**src/hw/core_pkg.sv**
```systemverilog
// Shared types, opcode values and enums for the RV32I-subset core, imported by every RTL block
package core_pkg;

    typedef logic [31:0] word_t;
    typedef logic [31:0] addr_t;
    typedef logic [4:0]  reg_addr_t;

    localparam addr_t RESET_PC = 32'h0000_0000;

    // Major opcode field, instr[6:0]
    localparam logic [6:0] OPC_OP     = 7'b0110011;
    localparam logic [6:0] OPC_OPIMM  = 7'b0010011;
    localparam logic [6:0] OPC_LUI    = 7'b0110111;
    localparam logic [6:0] OPC_LOAD   = 7'b0000011;
    localparam logic [6:0] OPC_STORE  = 7'b0100011;
    localparam logic [6:0] OPC_BRANCH = 7'b1100011;
    localparam logic [6:0] OPC_JAL    = 7'b1101111;

    typedef enum logic [3:0] {
        UOP_ADD,
        UOP_SUB,
        UOP_AND,
        UOP_OR,
        UOP_XOR,
        UOP_SLT,
        UOP_LUI,
        UOP_LOAD,
        UOP_STORE,
        UOP_BEQ,
        UOP_BNE,
        UOP_JAL,
        UOP_NOP
    } uop_e;

    typedef enum logic {
        FWD_RF, // Operand from the register file
        FWD_EX  // Operand from the instruction now in execute
    } fwd_sel_e;

endpackage
```
**src/hw/mem_port_if.sv**
```systemverilog
// One memory requester port, owned by fetch or execute on one side and served by the arbiter
`timescale 1ns/100ps

interface mem_port_if;
    import core_pkg::*;

    logic  req;      // Held steady with its fields while mem_wait is high
    logic  we;
    addr_t addr;
    word_t wdata;
    word_t rdata;    // Valid the cycle after a granted read
    logic  mem_wait;

    modport requester (
        output req, we, addr, wdata,
        input  rdata, mem_wait
    );

    modport arbiter (
        input  req, we, addr, wdata,
        output rdata, mem_wait
    );

endinterface

```
**src/hw/execute_stage.sv**
```systemverilog
// Execute stage: ALU, branch resolution, load and store on the data port, writeback and retirement
`timescale 1ns/100ps

module execute_stage (
    input  logic                clk_i,
    input  logic                rst_n_i,
    mem_port_if.requester       dmem,
    input  core_pkg::uop_e      uop_i,
    input  core_pkg::word_t     op1_i,
    input  core_pkg::word_t     op2_i,
    input  core_pkg::word_t     imm_i,
    input  core_pkg::reg_addr_t rd_i,
    input  core_pkg::addr_t     pc_i,
    input  logic                valid_i,
    output core_pkg::word_t     result_o,
    output logic                wb_we_o,
    output core_pkg::reg_addr_t wb_rd_o,
    output core_pkg::word_t     wb_value_o,
    output logic                load_pending_o,
    output logic                busy_o,
    output logic                redirect_o,
    output core_pkg::addr_t     target_o,
    output logic                retire_valid_o,
    output core_pkg::addr_t     retire_pc_o,
    output core_pkg::reg_addr_t retire_rd_o,
    output core_pkg::word_t     retire_value_o
);
    import core_pkg::*;

    logic  is_mem;
    logic  is_store;
    logic  phase_q;  // Load read granted, its data arrives this cycle
    logic  done;
    logic  taken;
    word_t result;

    assign is_store = (uop_i == UOP_STORE);
    assign is_mem   = is_store || (uop_i == UOP_LOAD);

    assign dmem.req   = valid_i && is_mem && !phase_q;
    assign dmem.we    = is_store;
    assign dmem.addr  = op1_i + imm_i;
    assign dmem.wdata = op2_i;

    always_comb begin
        case (uop_i)
            UOP_SUB:  result = op1_i - op2_i;
            UOP_AND:  result = op1_i & op2_i;
            UOP_OR:   result = op1_i | op2_i;
            UOP_XOR:  result = op1_i ^ op2_i;
            UOP_SLT:  result = {31'b0, $signed(op1_i) < $signed(op2_i)};
            UOP_LUI:  result = imm_i;
            UOP_LOAD: result = dmem.rdata;
            UOP_JAL:  result = pc_i + 32'd4;
            default:  result = op1_i + op2_i;
        endcase
    end

    // A store completes when granted, a load one cycle after its grant
    assign done  = valid_i && (!is_mem || phase_q || (is_store && !dmem.mem_wait));
    assign taken = (uop_i == UOP_JAL) ||
                   (uop_i == UOP_BEQ && op1_i == op2_i) ||
                   (uop_i == UOP_BNE && op1_i != op2_i);

    always_ff @(posedge clk_i) begin
        if (!rst_n_i || phase_q) begin
            phase_q <= 1'b0;
        end else if (dmem.req && !is_store && !dmem.mem_wait) begin
            phase_q <= 1'b1;
        end
    end

    assign result_o       = result;
    assign wb_we_o        = done && rd_i != '0;
    assign wb_rd_o        = rd_i;
    assign wb_value_o     = result;
    assign load_pending_o = valid_i && uop_i == UOP_LOAD && !phase_q;
    assign busy_o         = valid_i && !done;
    assign redirect_o     = done && taken;
    assign target_o       = pc_i + imm_i;

    assign retire_valid_o = done;
    assign retire_pc_o    = pc_i;
    assign retire_rd_o    = rd_i;
    assign retire_value_o = is_store ? op2_i : result;

endmodule

```
**src/flat_wrapper.sv**
```systemverilog
// flat-port wrapper written by rule: the top's interface ports become plain ports
module execute_stage_flat import core_pkg::*;
  (clk_i, rst_n_i, uop_i, op1_i, op2_i, imm_i, rd_i, pc_i, valid_i, result_o, wb_we_o, wb_rd_o, wb_value_o, load_pending_o, busy_o, redirect_o, target_o, retire_valid_o, retire_pc_o, retire_rd_o, retire_value_o, dmem_req, dmem_we, dmem_addr, dmem_wdata, dmem_rdata, dmem_mem_wait);
  mem_port_if dmem_i ();
  input  logic clk_i;
  input  logic rst_n_i;
  input  core_pkg::uop_e uop_i;
  input  core_pkg::word_t op1_i;
  input  core_pkg::word_t op2_i;
  input  core_pkg::word_t imm_i;
  input  core_pkg::reg_addr_t rd_i;
  input  core_pkg::addr_t pc_i;
  input  logic valid_i;
  output core_pkg::word_t result_o;
  output logic wb_we_o;
  output core_pkg::reg_addr_t wb_rd_o;
  output core_pkg::word_t wb_value_o;
  output logic load_pending_o;
  output logic busy_o;
  output logic redirect_o;
  output core_pkg::addr_t target_o;
  output logic retire_valid_o;
  output core_pkg::addr_t retire_pc_o;
  output core_pkg::reg_addr_t retire_rd_o;
  output core_pkg::word_t retire_value_o;
  output wire logic [$bits(dmem_i.req)-1:0] dmem_req;
  output wire logic [$bits(dmem_i.we)-1:0] dmem_we;
  output wire logic [$bits(dmem_i.addr)-1:0] dmem_addr;
  output wire logic [$bits(dmem_i.wdata)-1:0] dmem_wdata;
  input wire logic [$bits(dmem_i.rdata)-1:0] dmem_rdata;
  input wire logic [$bits(dmem_i.mem_wait)-1:0] dmem_mem_wait;
  assign dmem_req = dmem_i.req;
  assign dmem_we = dmem_i.we;
  assign dmem_addr = dmem_i.addr;
  assign dmem_wdata = dmem_i.wdata;
  assign dmem_i.rdata = dmem_rdata;
  assign dmem_i.mem_wait = dmem_mem_wait;
  execute_stage u_core (.clk_i(clk_i), .rst_n_i(rst_n_i), .dmem(dmem_i), .uop_i(uop_i), .op1_i(op1_i), .op2_i(op2_i), .imm_i(imm_i), .rd_i(rd_i), .pc_i(pc_i), .valid_i(valid_i), .result_o(result_o), .wb_we_o(wb_we_o), .wb_rd_o(wb_rd_o), .wb_value_o(wb_value_o), .load_pending_o(load_pending_o), .busy_o(busy_o), .redirect_o(redirect_o), .target_o(target_o), .retire_valid_o(retire_valid_o), .retire_pc_o(retire_pc_o), .retire_rd_o(retire_rd_o), .retire_value_o(retire_value_o));
endmodule
```
**config.mk**
```make
export PLATFORM = sky130hd
export DESIGN_NAME = execute_stage_flat
export DESIGN_NICKNAME = d
export VERILOG_FILES = /design/src/hw/core_pkg.sv /design/src/hw/mem_port_if.sv /design/src/hw/execute_stage.sv /design/src/flat_wrapper.sv
export SDC_FILE = /design/constraint.sdc
export NUM_CORES = 1
export LEC_CHECK = 0
export BUFFER_PORTS_ARGS = -buffer_cell sky130_fd_sc_hd__clkbuf_2
export CORE_ASPECT_RATIO = 1.75
export CORE_UTILIZATION = 40
export DETAILED_ROUTE_END_ITERATION = 10
export PLACE_DENSITY = 0.68
export SETUP_SLACK_MARGIN = 0.5
export SYNTH_ARGS = -nofsm -noshare
export SYNTH_HDL_FRONTEND = slang
export SYNTH_SLANG_ARGS = --single-unit
```
**constraint.sdc**
```tcl
create_clock -name clk_i -period 8.3 [get_ports clk_i]
set_input_delay 2.49 -clock clk_i [delete_from_list [all_inputs] [get_ports clk_i]]
set_output_delay 2.49 -clock clk_i [all_outputs]
set_load 0.02 [all_outputs]
```
# Word-level counts from Yosys, hierarchy flattened
# Cells that the tools add are included.
dict set report op_classes {
  n_addsub 5
  n_lt_le_gt_ge 1
  n_eq_ne 13
  n_mux 2
  bitwise_logic 3
  n_reduce_logical 26
}
# operator n
set ops {}
lappend ops {{one-hot mux 32 bit (8 select lines)} 1}
lappend ops {{adder 32 bit} 3}
lappend ops {{adder 32 x 3 -> 32 bit (second input constant)} 1}
lappend ops {{AND 32 bit} 1}
lappend ops {{equality test 32 bit} 1}
lappend ops {{less-than comparator 32 bit} 1}
lappend ops {{two-way mux 32 bit} 1}
lappend ops {{!= test 32 bit} 1}
lappend ops {{bitwise OR 32 bit} 1}
lappend ops {{subtractor 32 bit} 1}
lappend ops {{XOR 32 bit} 1}
lappend ops {{equality test 4 x 3 -> 1 bit (second input constant)} 4}
lappend ops {{equality test 4 bit (second input constant)} 4}
lappend ops {{logical AND 1 bit} 13}
lappend ops {{equality test 4 x 2 -> 1 bit (second input constant)} 2}
lappend ops {{logical NOT 1 bit} 6}
lappend ops {{logical OR 1 bit} 6}
lappend ops {{nonzero test 5 bit} 1}
lappend ops {{equality test 4 x 1 -> 1 bit (second input constant)} 1}
dict set report word_totals {
  ff_bits 1
  in_bits 173
  output_inout_bits 241
  elab_cells 51
}

# Longest topological paths before layout
# Gate-level depths: netlist (run 1).
dict set report depth {
  word_depth 8
  ltp_mapped 14
  mapped_depth_nobuf 13
}

# Least setup slack after synthesis (run 1)
# Ideal clock, no wire load.
dict set report synth_path {
  kind {input to output}
  from {input port op1_i[0]}
  to {output port wb_value_o[30]}
  arrival_ps 5461
  required_time_ps 5810
  path_slack_ps 349
  cell_stages 14
  n_path_buf 1
  path_cell_list {ha_1 inv_1 fa_1 nor2b_1 o21bai_1 a211oi_1 o21ai_1 a2111oi_0 nor2_1 o31ai_1 a21o_1 mux2i_1 nand4_1 buf_4}
}
dict set report synth_between {
  elab_chain_cells 2
  elab_cells_between_ends 3
  classes_between {2 x add/sub; 1 x mux}
}
# item line_no
set synth_rtl {}
lappend synth_rtl {{start, declared} flat_wrapper.sv:8} ;# input core_pkg::word_t op1_i;
lappend synth_rtl {{adder 32 bit or subtractor 32 bit (tied branches)} {execute_stage.sv:55, execute_stage.sv:47}}
lappend synth_rtl {{one-hot mux 32 bit (8 select lines) *} execute_stage.sv:46} ;# case (uop_i)
lappend synth_rtl {{end, declared} flat_wrapper.sv:17} ;# output core_pkg::word_t wb_value_o;
# Mark *: on every way between the ends. The rest lies on a longest branch, timed or not.

# Final worst setup path (run 1)
dict set report layout_path {
  from {input port imm_i[0]}
  to {output port dmem_addr[20]}
}
dict set report layout_between {
  elab_chain_cells 1
}
# item line_no
set layout_rtl {}
lappend layout_rtl {{start, declared} flat_wrapper.sv:10} ;# input core_pkg::word_t imm_i;
lappend layout_rtl {{adder 32 bit} execute_stage.sv:42} ;# assign dmem.addr = op1_i + imm_i;
lappend layout_rtl {{end, declared} flat_wrapper.sv:28} ;# output wire logic [$bits(dmem_i.addr)-1:0] dmem_addr;
# No other way between the ends.

==> Flow_metrics.wiki, run 1 <==
{| class="wikitable"
! Metric !! Value
|-
| Number of maximum-capacitance violations || 0
|-
| Total global routing overflow || 0
|-
| Effective utilization at floorplan || 40.8%
|-
| First-pass detailed-route iteration total || 9
|-
| Worst-case clock skew || 0 ps
|-
| Number of antenna violations at the first check in global routing || 1
|-
| Max-slew violation count || 0
|-
| Share of post-route cells with drive strength above 1 || 44.2%
|-
| Most common cell after layout, fill and taps aside || clkbuf_2
|-
| Delay of the slowest critical-path stage || 350 ps
|-
| Hold EP || u_core.phase_q
|-
| RePlAce Congestion || 0.976
|-
| Net count after synthesis || 1896
|-
| Pin count of the biggest net entering global routing || 24
|-
| Pwr/cell area || 102 nW/um2
|-
| Worst hold slack || 763 ps
|-
| Final Hold Violating Endpoints || 0
|-
| Wire length after detailed routing || 52.9 mm
|-
| Synthesized instance count || 1560
|-
| R2r worst-path depth || 3
|-
| Number of antenna-violating nets in the routed design || 0
|-
| Cell family contributing the most delay on the critical path || compound AO/OA/AOI/OAI gates
|-
| Setup-violating endpoint count in the final report || 0
|-
| Global-route wire length before repair || 75.2 mm
|-
| Total of flip-flops plus latches after synthesis || 1
|-
| Overall die width || 125 um
|-
| Violated checks || DRC
|-
| Detail-routed via count per cell || 6.05
|-
| Post-route DRC violation count || 17
|-
| Category of the worst setup path launch point || primary input
|-
| Run status || complete, but fails checks
|-
| Worst slew slack as a fraction of its limit || 41.2%
|-
| Number of vias in the routed layout || 14223
|-
| Post-synth design cell area || 10600 um2
|-
| Hold Path Depth || 3
|-
| Post-route minimum period || 8090 ps
|-
| Die outline area || 27300 um2
|-
| Total of hold buffers inserted after clock tree synthesis || 0
|-
| Most frequent cells in the layout || clkbuf_2, buf_4, nor2_1
|-
| Capture point of the worst reg-to-reg path || u_core.phase_q
|-
| Routed wirelength normalized by instance count || 22.5 um
|-
| Max FFs per register || 1
|-
| Count of buffers inserted at the top-level ports || 413
|-
| Number of synthesized flops with an enable pin || 0
|-
| Required time at the endpoint of the critical path || 5810 ps
|-
| FF-to-FF setup slack || 7440 ps
|-
| LEAKAGE || 7.76 nW
|-
| Total number of placement rows || 78
|-
| Ys flop type || dfxtp_1
|-
| Ratio of final minimum period to clock period || 97.4%
|-
| Area of the core region || 26100 um2
|-
| Minimum setup slack after placement || -189 ps
|-
| Async set or reset register ratio after synthesis || 0%
|-
| Crit path kind || primary input to primary output
|-
| Worst supply voltage drop on vdd || 78.4 uV
|-
| RSZ-0062 raised after global routing || true
|-
| Vias in the first global route || 13675
|-
| Register bank with the most flops || u_core.phase_q
|-
| Worst-skew pair later-pin latency || 0 ps
|-
| Largest fanout on the critical path || 3
|-
| Unique masters post-synth || 86
|-
| Yosys warnings || 0
|-
| Clock slew at reported path FFs || 0 ps
|-
| Die Height || 218 um
|-
| Class of the tightest hold or removal check || flop to flop
|-
| Biggest registers after layout || u_core.phase_q (1)
|-
| Max Freq || 0.124 GHz
|-
| Critical path's slowest cell || a211o_4
|-
| Critical hold path startpoint || u_core.phase_q
|-
| Number of buffer and inverter instances along the worst setup path || 8
|-
| Placed wire-length estimate || 42.6 mm
|-
| Arrival time worst endpoint || 5600 ps
|-
| Crit. End Element || primary output
|-
| Filler cell count in the final layout || 2454
|-
| I/O pins || 414
|-
| Mean cell area of the mapped netlist || 6.82 um2
|-
| Initial drt markers || 868
|-
| Global-route usage over all layers || 35.5%
|-
| Transition time at the pin with the least slew margin || 878 ps
|-
| Final worst setup slack || 212 ps
|-
| Sequential area share after synthesis || 0.188%
|-
| Utilization of the core after routing || 60.5%
|-
| Reg-to-Reg Start || u_core.phase_q
|-
| Area overhead of the layout relative to synthesis || 48.1%
|-
| Critical path, cell by cell || buf_8 -> buf_6 -> ha_4 -> inv_2 -> fa_2 -> nor2b_2 -> o31a_1 -> o31ai_1 -> buf_4 -> a2111oi_4 -> buf_4 -> a211o_4 -> buf_6 -> buf_6 -> a21oi_4 -> o21ai_2 -> a21o_1 -> a21oi_2 -> xnor2_2 -> buf_4
|-
| Count of nets after finishing || 2367
|}
cell usage after synthesis (9+ instances only):
library cell	count	area (um2)
ha_1	159	1990
nor2_1	149	559
a21oi_1	139	696
inv_1	124	465
buf_4	106	796
nand2_1	92	345
o21ai_0	70	350
xnor2_1	56	490
a21o_1	53	398
clkbuf_1	52	195
nand3_1	46	230
mux2_2	36	405
a22oi_1	28	210
xor2_1	27	236
o21bai_1	26	195
nand2b_1	24	150
nor3_1	24	120
a221oi_1	20	175
nand4_1	20	125
nor2b_1	20	125
and3_1	18	113
o211ai_1	17	128
o221ai_1	17	149
o22ai_1	15	93.8
o21a_1	14	105
o31ai_1	13	97.6
a31oi_1	12	75.1
a211oi_1	11	82.6
and2_1	10	62.6
nor4_1	10	62.6
a221o_1	9	90.1
mux2i_1	9	90.1
per-layer routing:
| layer | track usage (%) | share of wire (%) | up-vias | wire length [um] |
|---|---|---|---|---|
| li1 | - | - | 6557 | - |
| met3 | 2.65 | 4.4 | 259 | 2320 |
| met5 | 0 | 0 | - | 0 |
| met4 | 26.8 | 8.6 | 0 | 4580 |
| met1 | 36.5 | 35 | 6724 | 18700 |
| met2 | 66.7 | 52 | 683 | 27300 |
cell families after synthesis:
| group | share of synthesized area [%] |
|---|---|
| AND/OR/NAND/NOR | 20.5 |
| flip-flops | 0.188 |
| multiplexers | 4.80 |
| buffers and inverters | 14.3 |
| AO/OA/AOI/OAI | 33.9 |
| adder cells (fa/ha/maj) | 19.4 |
| XOR/XNOR | 6.83 |
through the flow:
stage / power (W) / cells / setup TNS, ps / area (um2)
global placement: 0.00129 / 2276 / -467 / 13300
finish: 0.00160 / 2350 / 0 / 15800
floorplan: 0.000862 / 1560 / 0 / 10700
CTS: 0.00142 / 2309 / 0 / 14500
detailed placement: 0.00130 / 2276 / -662 / 13300
global route: 0.00169 / 2350 / 0 / 15800
where the power goes:
group	switching (W)	total, W	internal (W)
Sequential	0.0000000102	0.00000494	0.00000493
Combinational	0.000925	0.00160	0.000674
Clock	0	0.0000000000161	0.0000000000161
Total	0.000925	0.00160	0.000679
layout make-up:
cell class | count | area, um2 | area share, %
diodes | 1 | 2.50 | 0.0159
inverters | 125 | 502 | 3.18
multi-input cells | 1263 | 10500 | 66.6
flip-flops and latches | 1 | 20.0 | 0.127
well taps | 320 | 400 | 2.54
repair buffers | 640 | 4340 | 27.5
worst max path at each step:
stage | from | to | slack, ps | cells past startpoint
floorplan | op1_i[0] | wb_value_o[30] | 460 | 14
global placement | imm_i[0] | target_o[30] | -170 | 19
detailed placement | imm_i[0] | target_o[30] | -190 | 19
CTS | imm_i[0] | dmem_addr[20] | 210 | 20
global route | imm_i[6] | dmem_addr[31] | 130 | 16
finish | imm_i[0] | dmem_addr[20] | 210 | 20
worst reg2reg max path: cells and delay by family (launching register included):
family,cells,cell delay (ps)
AND/OR/NAND/NOR,3,510
flip-flops,1,280
what timing repair did:
action                     CTS  global route
gates resized for setup    210           292
hold endpoints to repair     0             0
buffers inserted            33            40
pin swaps                   83           114
setup endpoints to repair   85            83
No activity file was read; power rests on OpenSTA's default activity.
==> run 2: changes to the inputs <==
- SETUP_SLACK_MARGIN: 0.5 -> not set
==> run 2 against run 1 <==
  * The run still ends with DRC left
  * Clock skew unchanged
  * Combinational power down 14%
  * Via count shrank 2.2%
  * Die area unchanged
  * Largest cell class unchanged
  * Global-route usage is 0.33 points lower
==> Flow_metrics.wiki, run 2 (synthesis results as in run 1) <==
{| class="wikitable"
! Metric !! Value
|-
| Pin count of the biggest net entering global routing || 31
|-
| LEAKAGE || 7.19 nW
|-
| Critical path's slowest cell || ha_1
|-
| Internal power summed over all cells || 0.000527 W
|-
| Effective utilization at floorplan || 40.8%
|-
| Part of the total power dissipated in the clock network || 0%
|-
| Most common cell after layout, fill and taps aside || clkbuf_2
|-
| Number of vias in the routed layout || 13917
|-
| Total global routing overflow || 0
|-
| Die outline area || 27300 um2
|-
| Violated checks || DRC
|-
| Ratio of final minimum period to clock period || 98.9%
|-
| Category of the worst setup path launch point || primary input
|-
| Global-route wire length before repair || 74.7 mm
|-
| Most prevalent standard cell on the critical path || buf_4
|-
| Initial drt markers || 960
|-
| Global-route usage over all layers || 35.2%
|-
| Crit path kind || primary input to primary output
|-
| Area overhead of the layout relative to synthesis || 29.7%
|-
| Arrival time worst endpoint || 5720 ps
|-
| Total number of placement rows || 78
|-
| Largest fanout on the critical path || 8
|-
| Most frequent cells in the layout || clkbuf_2, buf_4, ha_1
|-
| Die Height || 218 um
|-
| I/O pins || 414
|-
| Post-route minimum period || 8210 ps
|-
| Number of standard cells in the layout, taps in and fillers out || 2313
|-
| Combinational share of power || 99.6%
|-
| First-pass detailed-route iteration total || 10
|-
| Register bank with the most flops || u_core.phase_q
|-
| Share of post-route cells with drive strength above 1 || 35.7%
|-
| Max-slew violation count || 0
|-
| Number of antenna-violating nets in the routed design || 0
|-
| Worst supply voltage drop on vdd || 75.1 uV
|-
| Count of buffers inserted at the top-level ports || 413
|-
| Worst-case clock skew || 0 ps
|-
| Placed wire-length estimate || 42.9 mm
|-
| RSZ-0062 raised after global routing || true
|-
| Overall die width || 125 um
|-
| Class of the tightest hold or removal check || flop to flop
|-
| Worst-skew pair later-pin latency || 0 ps
|-
| Detail-routed via count per cell || 6.02
|-
| Required time at the endpoint of the critical path || 5810 ps
|-
| Reported net switching power || 0.000847 W
|-
| Max Freq || 0.122 GHz
|-
| Number of cells in the design after placement || 2295
|-
| Post-route DRC violation count || 20
|-
| Run status || complete, but fails checks
|-
| Vias in the first global route || 13568
|-
| Final Hold Violating Endpoints || 0
|-
| Filler cell count in the final layout || 2630
|-
| Max FFs per register || 1
|-
| Worst slew slack as a fraction of its limit || 30.7%
|-
| Clock slew at reported path FFs || 0 ps
|-
| Pwr/cell area || 99.5 nW/um2
|-
| Crit. End Element || primary output
|-
| Transition time at the pin with the least slew margin || 1030 ps
|-
| Setup-violating endpoint count in the final report || 0
|-
| Area of the core region || 26100 um2
|-
| Routed wirelength normalized by instance count || 22.1 um
|-
| Number of maximum-capacitance violations || 0
|-
| Area of all placed cells without fillers || 13800 um2
|-
| Wire length after detailed routing || 51.1 mm
|-
| Critical path, cell by cell || clkbuf_2 -> inv_1 -> ha_1 -> buf_4 -> nor3b_1 -> o31ai_1 -> o311ai_2 -> buf_4 -> o311ai_4 -> a21oi_2 -> a211oi_4 -> nor2_1 -> o21a_1 -> a211oi_1 -> buf_4 -> mux2_2 -> clkbuf_2
|-
| Total of hold buffers inserted after clock tree synthesis || 0
|-
| RePlAce Congestion || 0.986
|-
| Biggest registers after layout || u_core.phase_q (1)
|-
| Delay of the slowest critical-path stage || 360 ps
|-
| Net switching fraction of the power || 61.6%
|-
| Number of antenna violations at the first check in global routing || 1
|-
| Share of power burned in registers || 0.4%
|-
| Standard cell area after detailed placement || 13400 um2
|-
| Count of nets after finishing || 2330
|}
[run 2: path summary, 6_finish.rpt]
check	start	cells after the start	slack, ps	to
hold / removal	u_core.phase_q	3	750	u_core.phase_q
setup / recovery	op1_i[5]	17	90	retire_value_o[22]
hold reg to reg	u_core.phase_q	3	750	u_core.phase_q
setup reg to reg	u_core.phase_q	3	7470	u_core.phase_q
[run 2: stage by stage]
stage	hold slack, ps	TNS, ps	total power [W]	worst slack, ps	utilization [%]
floorplan	797	0	0.000859	349	-
global placement	724	-2580	0.00130	-362	51.3
detailed placement	749	-3330	0.00131	-404	51.3
CTS	753	0	0.00134	18.4	52.1
global route	816	-193	0.00146	-44.6	53.0
finish	749	0	0.00137	91.8	53.0
[run 2: power by group through the flow]
stage | logic, W | registers (W) | clock network, W
2_1_floorplan | 0.000854 | 0.00000494 | 0
3_3_place_gp | 0.00130 | 0.00000494 | 0
3_5_place_dp | 0.00131 | 0.00000494 | 0
4_1_cts | 0.00133 | 0.00000494 | 0
5_1_grt | 0.00145 | 0.00000495 | 0.0000000000162
6_report | 0.00137 | 0.00000494 | 0.0000000000162
[run 2: area by class of cell]
type	instances	area (um2)	area share [%]
Multi-Input combinational cell	1263	9390	68.1
Timing Repair Buffer	603	3510	25.5
Inverter	125	473	3.43
Tap cell	320	400	2.90
Sequential cell	1	20.0	0.145
Antenna cell	1	2.50	0.0181
[run 2: repair_timing]
action | CTS | global route
cloned | 0 | 0
resized for setup | 22 | 47
setup buffers | 14 | 3
endpoints found under the setup margin | 22 | 43
pin swaps | 3 | 18
[run 2: critical path: cells and delay by family]
| kind | cells | cell delay, ps |
|---|---|---|
| AO/OA/AOI/OAI | 7 | 1680 |
| adder cells (fa/ha/maj) | 1 | 360 |
| buffers and inverters | 6 | 920 |
| AND/OR/NAND/NOR | 2 | 130 |
| multiplexers | 1 | 140 |
[run 2: per-layer routing]
| layer | up-vias | global-route usage [%] | share of wire, % |
|---|---|---|---|
| met5 | - | 0 | 0 |
| met4 | 0 | 23.0 | 7.3 |
| met3 | 189 | 1.94 | 4.3 |
| met2 | 674 | 67.8 | 52 |
| met1 | 6589 | 36.5 | 36 |
| li1 | 6465 | - | - |
