### src/hw/core_pkg.sv
// Shared types, opcode values and enums for the RV32I-subset core, imported by every RTL block
package core_pkg;

    typedef logic [31:0] word_t;
    typedef logic [31:0] addr_t;
    typedef logic [4:0]  reg_addr_t;

    localparam addr_t RESET_PC = 32'h0000_0000;

    // Major opcode field, instr[6:0]
    localparam logic [6:0] OPC_OP     = 7'b0110011;
    localparam logic [6:0] OPC_OPIMM  = 7'b0010011;
    localparam logic [6:0] OPC_LUI    = 7'b0110111;
    localparam logic [6:0] OPC_LOAD   = 7'b0000011;
    localparam logic [6:0] OPC_STORE  = 7'b0100011;
    localparam logic [6:0] OPC_BRANCH = 7'b1100011;
    localparam logic [6:0] OPC_JAL    = 7'b1101111;

    typedef enum logic [3:0] {
        UOP_ADD,
        UOP_SUB,
        UOP_AND,
        UOP_OR,
        UOP_XOR,
        UOP_SLT,
        UOP_LUI,
        UOP_LOAD,
        UOP_STORE,
        UOP_BEQ,
        UOP_BNE,
        UOP_JAL,
        UOP_NOP
    } uop_e;

    typedef enum logic {
        FWD_RF, // Operand from the register file
        FWD_EX  // Operand from the instruction now in execute
    } fwd_sel_e;

endpackage
### src/hw/mem_port_if.sv
// One memory requester port, owned by fetch or execute on one side and served by the arbiter
`timescale 1ns/100ps

interface mem_port_if;
    import core_pkg::*;

    logic  req;      // Held steady with its fields while mem_wait is high
    logic  we;
    addr_t addr;
    word_t wdata;
    word_t rdata;    // Valid the cycle after a granted read
    logic  mem_wait;

    modport requester (
        output req, we, addr, wdata,
        input  rdata, mem_wait
    );

    modport arbiter (
        input  req, we, addr, wdata,
        output rdata, mem_wait
    );

endinterface

### src/hw/mem_arbiter.sv
// Fixed-priority arbiter that shares the single memory port between loader, data and fetch
`timescale 1ns/100ps

module mem_arbiter #(
    parameter int MEM_WORDS = 1024
) (
    input  logic            clk_i,
    input  logic            rst_n_i,
    input  logic            load_we_i,
    input  core_pkg::addr_t load_addr_i,
    input  core_pkg::word_t load_data_i,
    mem_port_if.arbiter     fetch,
    mem_port_if.arbiter     data,
    output logic            mem_en_o,
    output logic            mem_we_o,
    output core_pkg::addr_t mem_addr_o,
    output core_pkg::word_t mem_wdata_o,
    input  core_pkg::word_t mem_rdata_i
);
    import core_pkg::*;

    localparam addr_t ADDR_MASK = addr_t'(MEM_WORDS * 4 - 1);

    logic  data_rd_q;   // Next cycle's read data belongs to the data port
    logic  fetch_rd_q;
    addr_t sel_addr;

    // Loader first, then data, then fetch
    assign data.mem_wait  = data.req && load_we_i;
    assign fetch.mem_wait = fetch.req && (load_we_i || data.req);

    always_comb begin
        mem_en_o = 1'b1;
        if (load_we_i) begin
            mem_we_o    = 1'b1;
            sel_addr    = load_addr_i;
            mem_wdata_o = load_data_i;
        end else if (data.req) begin
            mem_we_o    = data.we;
            sel_addr    = data.addr;
            mem_wdata_o = data.wdata;
        end else begin
            mem_en_o    = fetch.req;
            mem_we_o    = fetch.we;
            sel_addr    = fetch.addr;
            mem_wdata_o = fetch.wdata;
        end
    end

    assign mem_addr_o = sel_addr & ADDR_MASK;

    always_ff @(posedge clk_i) begin
        if (!rst_n_i) begin
            data_rd_q  <= 1'b0;
            fetch_rd_q <= 1'b0;
        end else begin
            data_rd_q  <= !load_we_i && data.req && !data.we;
            fetch_rd_q <= !load_we_i && !data.req && fetch.req && !fetch.we;
        end
    end

    assign data.rdata  = data_rd_q ? mem_rdata_i : '0;
    assign fetch.rdata = fetch_rd_q ? mem_rdata_i : '0;

endmodule

### src/flat_wrapper.sv
// flat-port wrapper written by rule: the top's interface ports become plain ports
module mem_arbiter_flat import core_pkg::*;
#(
    parameter int MEM_WORDS = 1024
)
  (clk_i, rst_n_i, load_we_i, load_addr_i, load_data_i, mem_en_o, mem_we_o, mem_addr_o, mem_wdata_o, mem_rdata_i, fetch_req, fetch_we, fetch_addr, fetch_wdata, fetch_rdata, fetch_mem_wait, data_req, data_we, data_addr, data_wdata, data_rdata, data_mem_wait);
  mem_port_if fetch_i ();
  mem_port_if data_i ();
  input  logic clk_i;
  input  logic rst_n_i;
  input  logic load_we_i;
  input  core_pkg::addr_t load_addr_i;
  input  core_pkg::word_t load_data_i;
  output logic mem_en_o;
  output logic mem_we_o;
  output core_pkg::addr_t mem_addr_o;
  output core_pkg::word_t mem_wdata_o;
  input  core_pkg::word_t mem_rdata_i;
  input wire logic [$bits(fetch_i.req)-1:0] fetch_req;
  input wire logic [$bits(fetch_i.we)-1:0] fetch_we;
  input wire logic [$bits(fetch_i.addr)-1:0] fetch_addr;
  input wire logic [$bits(fetch_i.wdata)-1:0] fetch_wdata;
  output wire logic [$bits(fetch_i.rdata)-1:0] fetch_rdata;
  output wire logic [$bits(fetch_i.mem_wait)-1:0] fetch_mem_wait;
  input wire logic [$bits(data_i.req)-1:0] data_req;
  input wire logic [$bits(data_i.we)-1:0] data_we;
  input wire logic [$bits(data_i.addr)-1:0] data_addr;
  input wire logic [$bits(data_i.wdata)-1:0] data_wdata;
  output wire logic [$bits(data_i.rdata)-1:0] data_rdata;
  output wire logic [$bits(data_i.mem_wait)-1:0] data_mem_wait;
  assign fetch_i.req = fetch_req;
  assign fetch_i.we = fetch_we;
  assign fetch_i.addr = fetch_addr;
  assign fetch_i.wdata = fetch_wdata;
  assign fetch_rdata = fetch_i.rdata;
  assign fetch_mem_wait = fetch_i.mem_wait;
  assign data_i.req = data_req;
  assign data_i.we = data_we;
  assign data_i.addr = data_addr;
  assign data_i.wdata = data_wdata;
  assign data_rdata = data_i.rdata;
  assign data_mem_wait = data_i.mem_wait;
  mem_arbiter #(.MEM_WORDS(MEM_WORDS)) u_core (.clk_i(clk_i), .rst_n_i(rst_n_i), .load_we_i(load_we_i), .load_addr_i(load_addr_i), .load_data_i(load_data_i), .fetch(fetch_i), .data(data_i), .mem_en_o(mem_en_o), .mem_we_o(mem_we_o), .mem_addr_o(mem_addr_o), .mem_wdata_o(mem_wdata_o), .mem_rdata_i(mem_rdata_i));
endmodule
### config.mk
export PLATFORM = sky130hd
export DESIGN_NAME = mem_arbiter_flat
export DESIGN_NICKNAME = d
export VERILOG_FILES = /design/src/hw/core_pkg.sv /design/src/hw/mem_port_if.sv /design/src/hw/mem_arbiter.sv /design/src/flat_wrapper.sv
export SDC_FILE = /design/constraint.sdc
export NUM_CORES = 1
export LEC_CHECK = 0
export CAP_MARGIN = 10
export CORE_AREA = 3 3 138 140
export CTS_CLUSTER_DIAMETER = 120
export CTS_CLUSTER_SIZE = 20
export DETAILED_ROUTE_END_ITERATION = 7
export DIE_AREA = 0 0 141 143
export DONT_BUFFER_PORTS = 1
export GPL_TIMING_DRIVEN = 0
export PLACE_DENSITY = 0.3
export SYNTH_ARGS = -nofsm -noshare
export SYNTH_HDL_FRONTEND = slang
export SYNTH_SLANG_ARGS = --single-unit
### constraint.sdc
create_clock -name clk_i -period 0.8 [get_ports clk_i]
set_input_delay 0.08 -clock clk_i [delete_from_list [all_inputs] [get_ports clk_i]]
set_output_delay 0.08 -clock clk_i [all_outputs]
set_load 0.02 [all_outputs]
Word-level counts from Yosys, hierarchy flattened. Index checks and enable logic that the tools add are counted.

Register bits after elaboration: 2. Output and inout bits: 132.

Mux-type cells: 10. Reductions and logical operators: 12.

Operators with widths (number): 32-bit two-way mux (4); 12-bit two-way mux (2); 1-bit logical AND (7); 1-bit logical NOT (4); 1-bit two-way mux (4); 1-bit logical OR (1).

Depth between registers and ports, before layout. Gate-level depths: netlist (run 1).

Depth in word-level cells: 4. Gate-level depth with buffers: 4. Mapped depth without buffers: 2.

Worst setup path before layout (run 1). No wires, ideal clock.

Path kind: input -> output. From: input data_req. To: output mem_addr_o[10]. Arrival: 0.952 ns. Required time: 0.720 ns. Path slack: -0.232 ns. Stages on the path: 4. Buffers on the path: 2. Cell sequence: buf_6 > clkbuf_8 > mux2i_1 > o21ai_0.

Word-level cells in the longest chain between the ends: 2.

Ends and longest elaborated chain: start: declaration (line flat_wrapper.sv:25) `input wire logic [$bits(data_i.req)-1:0] data_req;`; 12-bit two-way mux (line mem_arbiter.sv:38) `end else if (data.req) begin`; 12-bit two-way mux (line mem_arbiter.sv:34) `if (load_we_i) begin`; end: declaration (line flat_wrapper.sv:16) `output core_pkg::addr_t mem_addr_o;`.

Every way passes these cells.

Final worst setup path (run 1).
From: register u_core.fetch_rd_q. To: output fetch_rdata[10].

Word-level cells in the longest chain between the ends: 1.

Ends and longest elaborated chain: start: declaration (line mem_arbiter.sv:25) `logic fetch_rd_q;`; start signal: assignment (line mem_arbiter.sv:58) `fetch_rd_q <= !load_we_i && !data.req && fetch.req && !fetch.we;`; 32-bit two-way mux (line mem_arbiter.sv:63) `assign fetch.rdata = fetch_rd_q ? mem_rdata_i : '0;`; end: declaration (line flat_wrapper.sv:23) `output wire logic [$bits(fetch_i.rdata)-1:0] fetch_rdata;`.

Every way passes these cells.

==> results of run 1 <==
[power groups by stage]
| stage | Combinational (mW) | Clock (mW) | Sequential [mW] |
|---|---|---|---|
| floorplan | 1.09 | 0 | 0.106 |
| global placement | 1.23 | 0 | 0.108 |
| detailed placement | 1.23 | 0 | 0.109 |
| CTS | 1.61 | 0.767 | 0.104 |
| global route | 1.76 | 0.773 | 0.106 |
| finish | 1.67 | 0.748 | 0.105 |
[layout by cell type (no fill, tap or decap)]
cell            instances
clkbuf_2                3
dfxtp_4                 2
o21ai_2                29
clkbuf_8                5
buf_16                  3
mux2i_1                28
nor4_4                  1
buf_8                   8
dlymetal6s4s_1          1
and2_4                 64
clkbuf_16               6
mux2i_2                 9
nor4bb_4                1
buf_12                  6
and2_2                  1
mux2i_4                 7
a211o_4                 1
buf_4                  24
buf_6                   6
conb_1                 20
o21ai_4                15
nand2_1                45
or3_4                   1
nor2b_1                 1
o21a_4                  1
[repair_timing]
action	CTS	global route
gates resized for setup	163	23
pin swaps	15	17
endpoints found under the setup margin	112	112
cloned	5	1
hold endpoints to repair	2	1
buffers inserted	8	6
[cells in the mapped netlist]
master	instances	area share (%)
nand2_1	45	10
nor2b_1	1	0.38
clkbuf_1	10	2.3
a211o_1	1	0.54
buf_6	1	0.69
buf_2	5	1.5
buf_8	3	2.8
dfxtp_1	2	2.4
or3_1	1	0.38
o21a_1	1	0.46
buf_12	1	1.2
buf_4	21	9.6
clkbuf_8	1	0.84
conb_1	1	0.23
mux2i_1	44	27
nor4_1	1	0.38
nor4bb_1	1	0.61
o21ai_0	44	13
and2_1	65	25
[flip-flops by register name, summed over array words and instances, names as in the netlist]
name and flops:
u_core.data_rd_q 1, u_core.fetch_rd_q 1
[cells by family after synthesis]
group	synth area share, %
AND/OR/NAND/NOR	37.0
AO/OA/AOI/OAI	14.5
multiplexers	26.9
buffers and inverters	19.0
flip-flops	2.45
other	0.229
[per-stage QoR]
| step | instance area [um^2] | setup WS [ns] | power, mW | cells |
|---|---|---|---|---|
| final | 3120 | -0.253 | 2.52 | 517 |
| after global routing | 3120 | -0.284 | 2.64 | 517 |
| after floorplan | 1930 | -0.0739 | 1.19 | 268 |
| after global placement | 2210 | -0.305 | 1.34 | 497 |
| after detailed placement | 2210 | -0.308 | 1.34 | 497 |
| after CTS | 2980 | -0.265 | 2.48 | 513 |
[final cells by class]
class / instances / area [um^2] / area share [%]
buffer: 41 / 448 / 14.4
clock buffer: 3 / 75.1 / 2.41
multi-input combinational: 224 / 1970 / 63.1
sequential: 2 / 47.5 / 1.52
tap: 229 / 287 / 9.19
timing repair buffer: 18 / 294 / 9.43
[layer usage]
metal	track usage (%)	vias to the layer above	share of wire [%]
li1	-	870	-
met1	6.94	864	29
met2	18.5	200	62
met3	0.971	5	9.0
met4	1.22	0	0.50
met5	0	-	0
[critical path: cells and delay by family, from the launching register on]
kind	cells	cell delay (ns)
DFF	1	0.39
and+or+nand+nor	1	0.18
buffers and inverters	1	0.18
[worst max path at each step]
stage	from	end	slack, ns	depth (start not counted)
detailed placement	u_core.fetch_rd_q	fetch_rdata[20]	-0.31	2
global route	u_core.fetch_rd_q	fetch_rdata[7]	-0.28	2
global placement	u_core.fetch_rd_q	fetch_rdata[20]	-0.30	2
floorplan	load_we_i	mem_addr_o[2]	-0.07	3
CTS	u_core.data_rd_q	data_rdata[0]	-0.27	2
finish	u_core.fetch_rd_q	fetch_rdata[10]	-0.25	2
==> impl_metrics.csv, run 1 <==
group,metric,value,unit
logic_synthesis,ys_types,19,
logic_synthesis,synth_area,1640,um^2
global_route,gr-usage-all-layers,7.91,%
timing,timing.final.crit_share,132,%
drt,vias,1939,
pwr,p_sw_share,42.9,%
min_path,holdCritStartpoint,"data_we",
layout,post-route-util,17.4,%
critical_path,critPathMaxFanout,10,
min_path,hold_class,"input port to register",
clock_network,cts_tree,"done",
drt,viasPerCell,3.75,
global_route,grt_pass1_vias,1952,
clock_network,cts_buffers,3,
die,fp.dieH,143,um
timing,setup_viol,109,
global_route,grt_remaining_overflow,0,
die,dieWidth,141,um
layout,areaGrowthSynthToFinish,90.7,%
drt,wirelength,9380,um
run_status,outcome,"finished, violations left",
global_route,grt_max_degree,11,
placed_design,dp_hpwl,7810,um
pwr,vdd_drop_max,0.301,mV
critical_path,max_stage_delay,0.39,ns
critical_path,cp.required,0.72,ns
timing,fmax,0.950,GHz
run_status,violations,"negative hold slack, negative setup slack",
clock_network,clockBufferDepth,2,
critical_path,cp_cell_sequence,"clkbuf_8 > and2_4",
drt,drtAntennaViolNets,0,
logic_synthesis,ys_seq_elements,2,
pwr,clock_power_share,29.7,%
flow_run,maxCapViolCount,0,
clock_network,clock-sinks,2,
drt,wl_per_cell,18.1,um
die,num_io_pins,363,
logic_synthesis,netlist_instances,249,
critical_path,crit_type,"register to output port",
timing,hold_viol_final,1,
min_path,hold_depth,1,
drt,drcViolationCount,0,
layout,n_fill_cell,1969,
timing,period_needed,1.05,ns
placed_design,portBuffers,0,
clock_network,cts.reportedPaths.clkPinSlew,0.03,ns
timing,hold_ws,-0.0759,ns
logic_synthesis,ys_seq_area_share,2.45,%
pwr,power_switching,1.08,mW
timing,fin_ws,-0.253,ns
timing,final.setup.tns,-19.69,ns
pwr,power_density,808,nW/um^2
logic_synthesis,yosys_warnings,0,
layout,fin_nets,521,
clock_network,ctsRootBufferMaster,"clkbuf_16",
pwr,comb_power_share,66.1,%
logic_synthesis,avgSynthCellArea,6.57,um^2
min_path,hold_end,"u_core.data_rd_q",
layout,final_layout_size_suffix_gt1_share,67.0,%
pwr,sequentialPowerShare,4.2,%
global_route,antenna_found_initial,0,
die,coreArea,18000,um^2
die,dieArea,20200,um^2
critical_path,cp-end-kind,"output port",
timing,grt_setup_unrepaired,"yes",
timing,maxSlewViolCount,0,
clock_network,ctsHoldBuffers,1,
clock_network,h-tree-depth,1,
critical_path,cpMaxStageDelayCell,"dfxtp_4",
critical_path,worstPathArrival,0.97,ns
die,start_util,9.10,%
die,std_cell_rows,49,
layout,antenna_cells,0,
pwr,p_int,1.44,mW
global_route,grt_first_pass_wirelength,11700,um
critical_path,startpoint_type,"register",
placed_design,place.gp.congestion,0.748,
drt,drtIter0Drc,34,
drt,firstDrtPassIters,3,
pwr,p_leak,1.32,nW
No activity file was read; power rests on OpenSTA's default activity.
==> run 2, diff against run 1 <==
--- a/config.mk
+++ b/config.mk
@@ -7,6 +7,7 @@
 export LEC_CHECK = 0
 export CAP_MARGIN = 10
 export CORE_AREA = 3 3 138 140
+export CTS_BUF_LIST = sky130_fd_sc_hd__clkbuf_2
 export CTS_CLUSTER_DIAMETER = 120
 export CTS_CLUSTER_SIZE = 20
 export DETAILED_ROUTE_END_ITERATION = 7
==> run 2 against run 1 <==
Compared with the run above: the flow still finishes with violations (negative hold slack, negative setup slack); combinational power hardly changed; die area stayed put; global-route usage is 0.091 points lower; cell count is 0.19% lower; critical path depth stayed put; final area is 1.9% lower; hold slack better by 0.024 ns; flip-flop and latch count stayed put; non-clock buffer count is 1 lower; core utilization is 0.33 points lower; fmax is 3.1% higher; via count stayed put.
==> impl_metrics.csv, run 2 (synthesis results as in run 1) <==
group,metric,value,unit
run_status,outcome,"finished, violations left",
flow_run,maxCapViolCount,0,
layout,final_layout_size_suffix_gt1_share,67.6,%
pwr,p_leak,1.29,nW
layout,post-route-util,17.0,%
critical_path,max_stage_delay,0.42,ns
clock_network,cts_buffers,3,
drt,drtIter0Drc,18,
timing,maxSlewViolCount,0,
drt,firstDrtPassIters,2,
layout,fin_nets,520,
drt,drtAntennaViolNets,0,
critical_path,critPathMaxFanout,7,
clock_network,ctsRootBufferMaster,"clkbuf_2",
critical_path,cp-end-kind,"output port",
timing,timing.final.crit_share,128,%
min_path,hold_class,"input port to register",
global_route,grt_remaining_overflow,0,
layout,layout_common_cells,"65 x and2_4, 45 x nand2_1, 28 x o21ai_2",
critical_path,worst-path-buf-inv,1,
critical_path,startpoint_type,"register",
global_route,gr-usage-all-layers,7.82,%
timing,fmax,0.979,GHz
timing,grt_setup_unrepaired,"yes",
die,fp.dieH,143,um
global_route,antenna_found_initial,0,
die,num_io_pins,363,
clock_network,cts.reportedPaths.clkPinSlew,0.03,ns
clock_network,h-tree-depth,1,
layout,final_common_cell,"and2_4",
layout,n_fill_cell,1971,
layout,areaGrowthSynthToFinish,87.1,%
layout,multi_input_area,1980,um^2
layout,antenna_cells,0,
global_route,grt_first_pass_wirelength,11600,um
drt,drcViolationCount,0,
die,dieWidth,141,um
critical_path,worstPathArrival,0.94,ns
layout,reg_top3,"u_core.data_rd_q x1, u_core.fetch_rd_q x1",
timing,final.setup.tns,-17.95,ns
die,coreArea,18000,um^2
critical_path,cpMaxStageDelayCell,"dfxtp_4",
clock_network,clockBufferDepth,2,
pwr,power_density,631,nW/um^2
layout,final_cells,516,
placed_design,portBuffers,0,
timing,fin_ws,-0.221,ns
pwr,vdd_drop_max,0.300,mV
die,dieArea,20200,um^2
die,std_cell_rows,49,
timing,hold_viol_final,2,
run_status,violations,"negative hold slack, negative setup slack",
global_route,grt_pass1_vias,1957,
die,start_util,9.10,%
critical_path,cp_top_family,"flip-flops",
placed_design,dp_slack,-0.308,ns
layout,regArea,47.5,um^2
drt,vias,1939,
placed_design,dp_cells,497,
timing,period_needed,1.02,ns
global_route,grt_max_degree,11,
critical_path,cp_cell_sequence,"clkbuf_8 > and2_4",
critical_path,cp.required,0.72,ns
clock_network,cts_tree,"done",
drt,wirelength,9280,um
timing,hold_ws,-0.0522,ns
drt,wl_per_cell,18.0,um
clock_network,clock-sinks,2,
critical_path,crit_type,"register to output port",
placed_design,dp_hpwl,7810,um
drt,viasPerCell,3.76,
timing,setup_viol,111,
placed_design,place.gp.congestion,0.748,
## run 2: final timing paths
path | slack [ns] | cells past startpoint | from | end
max | -0.22 | 2 | u_core.data_rd_q | data_rdata[13]
min | -0.05 | 1 | fetch_we | u_core.fetch_rd_q
## run 2: power breakdown
| part | switching (mW) | internal, mW |
|---|---|---|
| Clock | 0.0586 | 0.0996 |
| Combinational | 0.961 | 0.707 |
| Sequential | 0.00749 | 0.0978 |
| Total | 1.03 | 0.905 |
## run 2: layout make-up
type	count	area share, %
plain buffers	41	14.7
clock buffers	3	0.491
multi-input cells	224	64.7
flip-flops and latches	2	1.55
well taps	229	9.36
repair buffers	17	9.20
## run 2: what timing repair did
action                                 CTS  global route
setup endpoints to repair              112           112
cloned                                   5             1
buffers inserted                         8             6
endpoints found under the hold margin    2             2
gates resized for setup                163            26
pin swaps                               16            17
## run 2: metal layers
| layer | vias to the layer above | GRT usage, % | share of wire (%) |
|---|---|---|---|
| met2 | 199 | 18.3 | 62 |
| met1 | 868 | 6.76 | 29 |
| li1 | 868 | - | - |
| met3 | 4 | 0.971 | 9.1 |
| met5 | - | 0 | 0 |
| met4 | 0 | 1.38 | 0.46 |
## run 2: per-stage QoR
| step | cell area (um^2) | total power [mW] | hold WS (ns) |
|---|---|---|---|
| 5_1_grt | 3060 | 2.04 | -0.0642 |
| 3_5_place_dp | 2210 | 1.34 | 0.172 |
| 6_report | 3060 | 1.93 | -0.0522 |
| 3_3_place_gp | 2210 | 1.34 | 0.172 |
| 2_1_floorplan | 1930 | 1.19 | 0.156 |
| 4_1_cts | 2920 | 1.88 | -0.0654 |
==> run 3, diff against run 2 <==
==> constraint.sdc (replaced) <==
create_clock -name clk_i -period 1.2 [get_ports clk_i]
set_input_delay 0.12 -clock clk_i [delete_from_list [all_inputs] [get_ports clk_i]]
set_output_delay 0.12 -clock clk_i [all_outputs]
set_load 0.02 [all_outputs]
==> run 3 against run 2 <==
Compared with the run above: the flow finishes with violations (negative setup slack); worst setup slack gained 0.19 ns; non-clock buffer count is 16 lower; sequential share of layout area rose by 0.43 points; hold slack better by 0.083 ns; clock power fell by 34%; first-iteration DRC count rose by 110%; sequential power down 32%; clock-buffer cell count is the same; die area unchanged; cell count down 3.1%; critical path type is now input port to output port; critical endpoint is now mem_wdata_o[27]; largest cell class unchanged; highest routed layer unchanged.
==> impl_metrics.csv, run 3 (synthesis results as in run 1) <==
group,metric,value,unit
run_status,outcome,"finished, violations left",
run_status,violations,"negative setup slack",
drt,wirelength,7230,um
timing,fmax,0.815,GHz
flow_run,maxCapViolCount,0,
timing,hold_viol_final,0,
layout,n_fill_cell,2070,
critical_path,critPathMaxFanout,10,
pwr,vdd_drop_max,0.181,mV
die,dieWidth,141,um
die,std_cell_rows,49,
global_route,grt_remaining_overflow,0,
global_route,antenna_found_initial,0,
clock_network,h-tree-depth,1,
clock_network,cts_tree,"done",
layout,layout_common_cells,"45 x nand2_1, 44 x mux2i_1, 43 x and2_2",
drt,viasPerCell,3.62,
die,start_util,9.10,%
drt,firstDrtPassIters,4,
clock_network,cts_buffers,3,
timing,final.setup.tns,-0.128,ns
timing,setup_viol,8,
timing,maxSlewViolCount,0,
clock_network,ctsHoldBuffers,0,
critical_path,cp_top_family,"compound AO/OA/AOI/OAI gates",
placed_design,dp_hpwl,6650,um
timing,timing.final.crit_share,102,%
die,num_io_pins,363,
layout,reg_top3,"u_core.data_rd_q x1, u_core.fetch_rd_q x1",
timing,worst_pin_slew,0.680,ns
drt,drtIter0Drc,38,
clock_network,cts.reportedPaths.clkPinSlew,0.03,ns
timing,period_needed,1.23,ns
critical_path,cp-end-kind,"output port",
clock_network,clock-sinks,2,
layout,antenna_cells,0,
layout,final_common_cell,"nand2_1",
layout,fin_area,2080,um^2
drt,wl_per_cell,14.5,um
placed_design,portBuffers,0,
pwr,p_leak,0.966,nW
layout,fin_nets,504,
timing,slew_headroom,54.2,%
clock_network,ctsRootBufferMaster,"clkbuf_2",
die,fp.dieH,143,um
critical_path,cp.required,1.08,ns
die,coreArea,18000,um^2
die,dieArea,20200,um^2
global_route,grt_first_pass_wirelength,8820,um
critical_path,cp_cell_sequence,"buf_4 > clkbuf_1 > o21ai_0",
critical_path,worst-path-buf-inv,2,
placed_design,placed_area,1990,um^2
drt,vias,1811,
pwr,power_density,437,nW/um^2
drt,drcViolationCount,0,
layout,regArea,41.3,um^2
global_route,gr-usage-all-layers,5.71,%
global_route,grt_max_degree,11,
clock_network,postCtsSetupRepairBufs,0,
critical_path,crit_type,"input port to output port",
layout,multi_input_area,1410,um^2
placed_design,place.gp.congestion,0.688,
layout,areaGrowthSynthToFinish,27.1,%
critical_path,cpMaxStageDelayCell,"o21ai_0",
min_path,hold_class,"input port to register",
layout,final_layout_size_suffix_gt1_share,31.7,%
critical_path,max_stage_delay,0.60,ns
critical_path,startpoint_type,"input port",
critical_path,worstPathArrival,1.11,ns
drt,drtAntennaViolNets,0,
timing,grt_setup_unrepaired,"yes",
timing,fin_ws,-0.0270,ns
global_route,grt_pass1_vias,1665,
clock_network,clockBufferDepth,2,
==> run 3: cell types whose count changed in the layout (fill, tap and decap cells not counted), moves of 7 or more <==
cell     delta
mux2i_2    -10
o21ai_2    -28
and2_4     -64
o21ai_1    +30
and2_2     +43
o21ai_0    +14
mux2i_4     -7
o21ai_4    -16
and2_1     +21
mux2i_1    +17
==> run 3: final timing paths <==
check | cells past startpoint | startpoint | end
worst max-delay path | 3 | load_we_i | mem_wdata_o[27]
worst min-delay path | 1 | data_we | u_core.data_rd_q
==> run 3: metal layers <==
metal	up-vias	wire length, um	global-route usage (%)
li1	828	-	-
met1	782	1880	4.08
met2	191	4490	13.8
met3	10	615	0.603
met4	0	236	2.45
met5	-	0	0
==> run 3: where the power goes <==
| group | internal (mW) | switching (mW) |
|---|---|---|
| clock | 0.0664 | 0.0373 |
| combinational | 0.229 | 0.505 |
| sequential | 0.0687 | 0.00215 |
==> run 3: metrics by stage <==
stage,std cells,setup WS (ns),hold WS [ns],util [%],total power [mW]
6_report,500,-0.0270,0.0312,11.6,0.909
3_5_place_dp,497,-0.165,0.239,11.1,0.791
5_1_grt,500,-0.102,0.0303,11.6,0.973
2_1_floorplan,268,0.0878,0.196,-,0.698
3_3_place_gp,497,-0.145,0.237,11.1,0.787
4_1_cts,500,-0.0480,0.0243,11.5,0.917
==> run 3: layout make-up <==
| cell class | count | share of cell area, % |
|---|---|---|
| Clock buffer | 3 | 0.722 |
| Buffer | 42 | 15.5 |
| Multi-Input combinational cell | 224 | 68.0 |
| Sequential cell | 2 | 1.99 |
| Tap cell | 229 | 13.8 |
==> run 3: repair_timing <==
action | CTS | global route
setup endpoints to repair | 85 | 48
gates resized for setup | 56 | 29
gates cloned | 0 | 0
